File: config.mk
export PLATFORM = sky130hd
export DESIGN_NAME = rv_write_arbiter
export DESIGN_NICKNAME = d
export VERILOG_FILES = /design/src/rtl/rv_regs_pkg.sv /design/src/rtl/rv_write_arbiter.sv
export SDC_FILE = /design/constraint.sdc
export NUM_CORES = 1
export LEC_CHECK = 0
export BUFFER_PORTS_ARGS = -buffer_cell sky130_fd_sc_hd__buf_4
export CORE_AREA = 2 2 126 128
export DETAILED_ROUTE_END_ITERATION = 6
export DIE_AREA = 0 0 128 130
export REMOVE_ABC_BUFFERS = 1
export SETUP_SLACK_MARGIN = 0.2
export SYNTH_ARGS = -nofsm -noshare
export SYNTH_HDL_FRONTEND = slang
export SYNTH_SLANG_ARGS = --single-unit
export TNS_END_PERCENT = 30
File: constraint.sdc
create_clock -name vclk -period 1
set_input_delay 0.1 -clock vclk [all_inputs]
set_output_delay 0.1 -clock vclk [all_outputs]
set_load 0.05 [all_outputs]
File: src/rtl/rv_regs_pkg.sv
// ~~~~~~~~~~~~~~~~~~~~~~~~~~~~~~
// RISC-V register file types
// Widths, port counts and write structs
// ~~~~~~~~~~~~~~~~~~~~~~~~~~~~~~

`default_nettype none

package rv_regs_pkg;

    // Core dimensions
    localparam int XLEN        = 32;
    localparam int NB_ALU_UNIT = 2;
    localparam int REGNUM      = 32;
    localparam int ADDR_W      = $clog2(REGNUM);
    localparam int NB_STRB     = XLEN / 8;

    // Port counts seen by the bank and the read side
    localparam int NB_WR = 2 + NB_ALU_UNIT;
    localparam int NB_RD = 3 + 2 * NB_ALU_UNIT;

    // Write port order, lowest priority last
    localparam int WR_CTRL      = 0;
    localparam int WR_CSR       = 1;
    localparam int WR_PROC_BASE = 2;

    // Read port order, units take two slots each
    localparam int RD_CTRL_RS1  = 0;
    localparam int RD_CTRL_RS2  = 1;
    localparam int RD_CSR_RS1   = 2;
    localparam int RD_PROC_BASE = 3;

    typedef logic [ADDR_W-1:0]  reg_addr_t;
    typedef logic [XLEN-1:0]    xlen_t;
    typedef logic [NB_STRB-1:0] strb_t;

    // Controller and CSR manager write
    typedef struct packed {
        logic      wr;
        reg_addr_t addr;
        xlen_t     val;
    } full_wr_t;

    // Processing unit write with byte lanes
    typedef struct packed {
        logic      wr;
        reg_addr_t addr;
        xlen_t     val;
        strb_t     strb;
    } proc_wr_t;

    // One resolved write into the bank
    typedef struct packed {
        logic      en;
        reg_addr_t addr;
        xlen_t     data;
        strb_t     strb;
    } wr_port_t;

endpackage

`default_nettype wire

File: src/rtl/rv_write_arbiter.sv
// ~~~~~~~~~~~~~~~~~~~~~~~~~~~~~~
// Register file write arbiter
// Applies writer priority and maps all writers onto strobed ports
// ~~~~~~~~~~~~~~~~~~~~~~~~~~~~~~

`timescale 1ns/100ps
`default_nettype none

module rv_write_arbiter (
    input  wire rv_regs_pkg::full_wr_t ctrl_wr,
    input  wire rv_regs_pkg::full_wr_t csr_wr,
    input  wire rv_regs_pkg::proc_wr_t proc_wr  [rv_regs_pkg::NB_ALU_UNIT],
    output      rv_regs_pkg::wr_port_t wr_ports [rv_regs_pkg::NB_WR]
);

    import rv_regs_pkg::*;

    logic                   ctrl_live;
    logic                   csr_live;
    logic                   csr_vs_ctrl;
    logic [NB_ALU_UNIT-1:0] proc_live;

    // Full-width write seen as a port with every lane strobed
    function automatic wr_port_t widen(input full_wr_t w, input logic en);
        wr_port_t p;
        p.en   = en;
        p.addr = w.addr;
        p.data = w.val;
        p.strb = '1;
        return p;
    endfunction

    // Controller only loses on x0
    assign ctrl_live = ctrl_wr.wr && (ctrl_wr.addr != '0);

    assign csr_vs_ctrl = ctrl_wr.wr && (ctrl_wr.addr == csr_wr.addr);
    assign csr_live    = csr_wr.wr && (csr_wr.addr != '0) && !csr_vs_ctrl;

    // Units yield to both full-width writers
    always_comb begin
        for (int u = 0; u < NB_ALU_UNIT; u++) begin
            proc_live[u] = proc_wr[u].wr && (proc_wr[u].addr != '0);
            if (ctrl_wr.wr && (ctrl_wr.addr == proc_wr[u].addr)) begin
                proc_live[u] = 1'b0;
            end
            if (csr_wr.wr && (csr_wr.addr == proc_wr[u].addr)) begin
                proc_live[u] = 1'b0;
            end
        end
    end

    always_comb begin
        wr_ports[WR_CTRL] = widen(ctrl_wr, ctrl_live);
        wr_ports[WR_CSR]  = widen(csr_wr, csr_live);
        for (int u = 0; u < NB_ALU_UNIT; u++) begin
            wr_ports[WR_PROC_BASE+u].en   = proc_live[u];
            wr_ports[WR_PROC_BASE+u].addr = proc_wr[u].addr;
            wr_ports[WR_PROC_BASE+u].data = proc_wr[u].val;
            wr_ports[WR_PROC_BASE+u].strb = proc_wr[u].strb;
        end
    end

    // The bank relies on x0 never being enabled here
    always_comb begin
        for (int p = 0; p < NB_WR; p++) begin
            a_no_x0_write: assert final (!(wr_ports[p].en && wr_ports[p].addr == '0))
                else $error("write port %0d enabled on x0", p);
        end
    end

    // Bank merges unit lanes, so units must never overlap a full-width write
    always_comb begin
        for (int u = 0; u < NB_ALU_UNIT; u++) begin
            a_unit_yields: assert final (!(wr_ports[WR_PROC_BASE+u].en &&
                ((wr_ports[WR_CTRL].en &&
                  wr_ports[WR_CTRL].addr == wr_ports[WR_PROC_BASE+u].addr) ||
                 (wr_ports[WR_CSR].en &&
                  wr_ports[WR_CSR].addr == wr_ports[WR_PROC_BASE+u].addr))))
                else $error("unit %0d write collides with a full-width write", u);
        end
    end

endmodule

`default_nettype wire

==> impl_results.md <==
- Drt total wl: 24,400 um
- Flop pwr share: 0%
- Leading cell type in the layout, fill and taps excluded: buf_4
- Critical path, cell by cell: buf_6 > or4_4 > o21ai_2 > a31oi_1 > and2_1 > buf_6
- Number of nets in the layout: 282
- Initial antenna violation count: 0
- I/O Buffers: 48
- RSZ-0062 raised after global routing: yes
- Dominant cell type by area after synthesis: buf_4
- Synthesized netlist cell count: 212
- Status: finished, violations left
- DR WL/cell: 78.3 um
- Max stage delay on crit path: 540 ps
- Final hold vios: 0
- Max cap viols: 0
- Hold path cells: 0
- Power Dens Cells: 596 nW/um2
- Count of flip-flops and latches: 0
- Post-synthesis mux area share: 0%
- Num rows: 46
- Crit-path most repeated cell: buf_6
- Distinct cells, synth: 12
- Grt ovf: 0
- CP Launch Type: primary input
- Final setup margin: -348 ps
- Internal: 0.260 mW
- Clock network fraction of total power: 0%
- Synthesized area: 1590 um2
- WP buf/inv: 2
- Fin crit share: 135%
- Crit path max fanout: 2
- Initial Util: 10.3%
- Remaining DRCs: 0
- Switching power of the nets: 0.448 mW
- Post-layout util: 7.71%
- Vias/cell: 3.46
- Die area: 16,600 um2
- Die Y: 130 um
- CTS Hold Bufs: 0
- Fin. max-slew vios: 0
- Cell Area, Placed: 1120 um2
- Seq/Total Area, Yosys: 0%
- I/O pins: 328
- Yosys warning count: 0
- Area share of and/or/nand/nor cells after synthesis: 5.26%
- Sw Ratio: 63.3%
- Xor and xnor area share after synthesis: 13.7%
- Post-synthesis compound-gate area fraction: 2.59%
- Tmin final: 1350 ps
- Most frequent cells in the layout: buf_4 (58), xor2_1 (20), conb_1 (8), buf_6 (8), xnor2_1 (5)
- Synth Area in Adders: 0%
- Fill cells: 1,814
- First-pass GRT wire length: 26,200 um
- Routed via count: 1,081
- Layout cells sized above 1: 62.5%
- Mean area per synthesized cell: 7.52 um2
- Crit path arrival time: 1250 ps
- Post-layout power: 0.708 mW
- Post-Layout Inst Area: 1190 um2
- Failing checks: setup timing
- P_leak: 0.488 nW
- Crit-path leading delay family: simple AND/OR/NAND/NOR gates
- All-Layer GR Usage: 27.9%
- Worst Path Required: 900 ps
- GPL Wtd Cong: 1.11
- Largest net degree at the start of global routing: 6
- Element type at the critical path end: output port
- WP depth: 6
- Drt first pass iters: 4
- Synth area leaders: buf_4 (78%), xor2_1 (11%), xnor2_1 (2.7%)
- Combinational family with the most area after synthesis: buffers and inverters
- Starting DRT DRC Count: 85
- DIE WIDTH: 128 um
- Maximum vdd drop: 0.0000872 V
- Synth top area share: 78.2%
- Combinational share of power: 100.0%
- HP Class: primary input to output port
- Clock buffers: 0
- Floorplan core area: 15,400 um2
- Post-DRT Antenna Nets: 0
- Inserted Diodes: 0
- Setup Buffers After CTS: 0
- Vias in the first global route: 926
- Fmax: 0.742 GHz
- Area growth from synthesis to layout: -25.4%
- Register area: 0 um2
- Final setup viols: 4
- Slowest CP cell: or4_4
- WS Path Type: primary input to output port
[power by group through the flow]
stage	registers (mW)	logic [mW]	clock network, mW
2_1_floorplan	0	0.196	0
3_3_place_gp	0	0.665	0
3_5_place_dp	0	0.666	0
4_1_cts	0	0.691	0
5_1_grt	0	0.742	0
6_report	0	0.708	0
[metrics by stage]
step | TNS [ps] | hold WS (ps) | setup WS, ps | instances
floorplan | -612 | 200 | -223 | 53
global placement | -1340 | 201 | -370 | 312
detailed placement | -1350 | 201 | -388 | 312
CTS | -1130 | 201 | -326 | 312
global route | -1290 | 201 | -378 | 312
finish | -1170 | 201 | -348 | 312
[path summary, 6_finish.rpt]
| check | start | to | slack [ps] |
|---|---|---|---|
| worst max-delay path | proc_wr[37] | wr_ports[41] | -350 |
| worst min-delay path | proc_wr[73] | wr_ports[73] | 200 |
[kinds of logic (layout without fill, tap and decap cells)]
group | count (synthesis) | after routing
other cells | 1 | 8
buf+inv | 166 | 67
simple gates | 13 | 13
xor+xnor | 25 | 25
compound gates | 7 | 7
[synth_stat cells (all sizes together)]
| master | number |
|---|---|
| or4 | 4 |
| o21a | 1 |
| conb | 1 |
| nor4 | 5 |
| o21ai | 3 |
| buf | 166 |
| a31oi | 3 |
| xor2 | 20 |
| nand3 | 2 |
| and2 | 2 |
| xnor2 | 5 |
[timing repair]
action / in CTS / in global routing
setup endpoints to repair: 4 / 4
pin swaps: 5 / 3
gates resized for setup: 13 / 6
[per-layer routing]
layer | track usage, % | up-vias | part of all wire [%]
li1 | - | 311 | -
met1 | 6.30 | 424 | 8.6
met2 | 59.0 | 312 | 58
met3 | 39.6 | 30 | 29
met4 | 6.92 | 4 | 3.9
met5 | 5.29 | - | 0.46
[layout make-up]
type | count | area, um2 | area share, %
Multi-Input combinational cell | 53 | 408 | 34.3
Tap cell | 192 | 240 | 20.2
Timing Repair Buffer | 67 | 541 | 45.5
No activity file was read; power rests on OpenSTA's default activity.
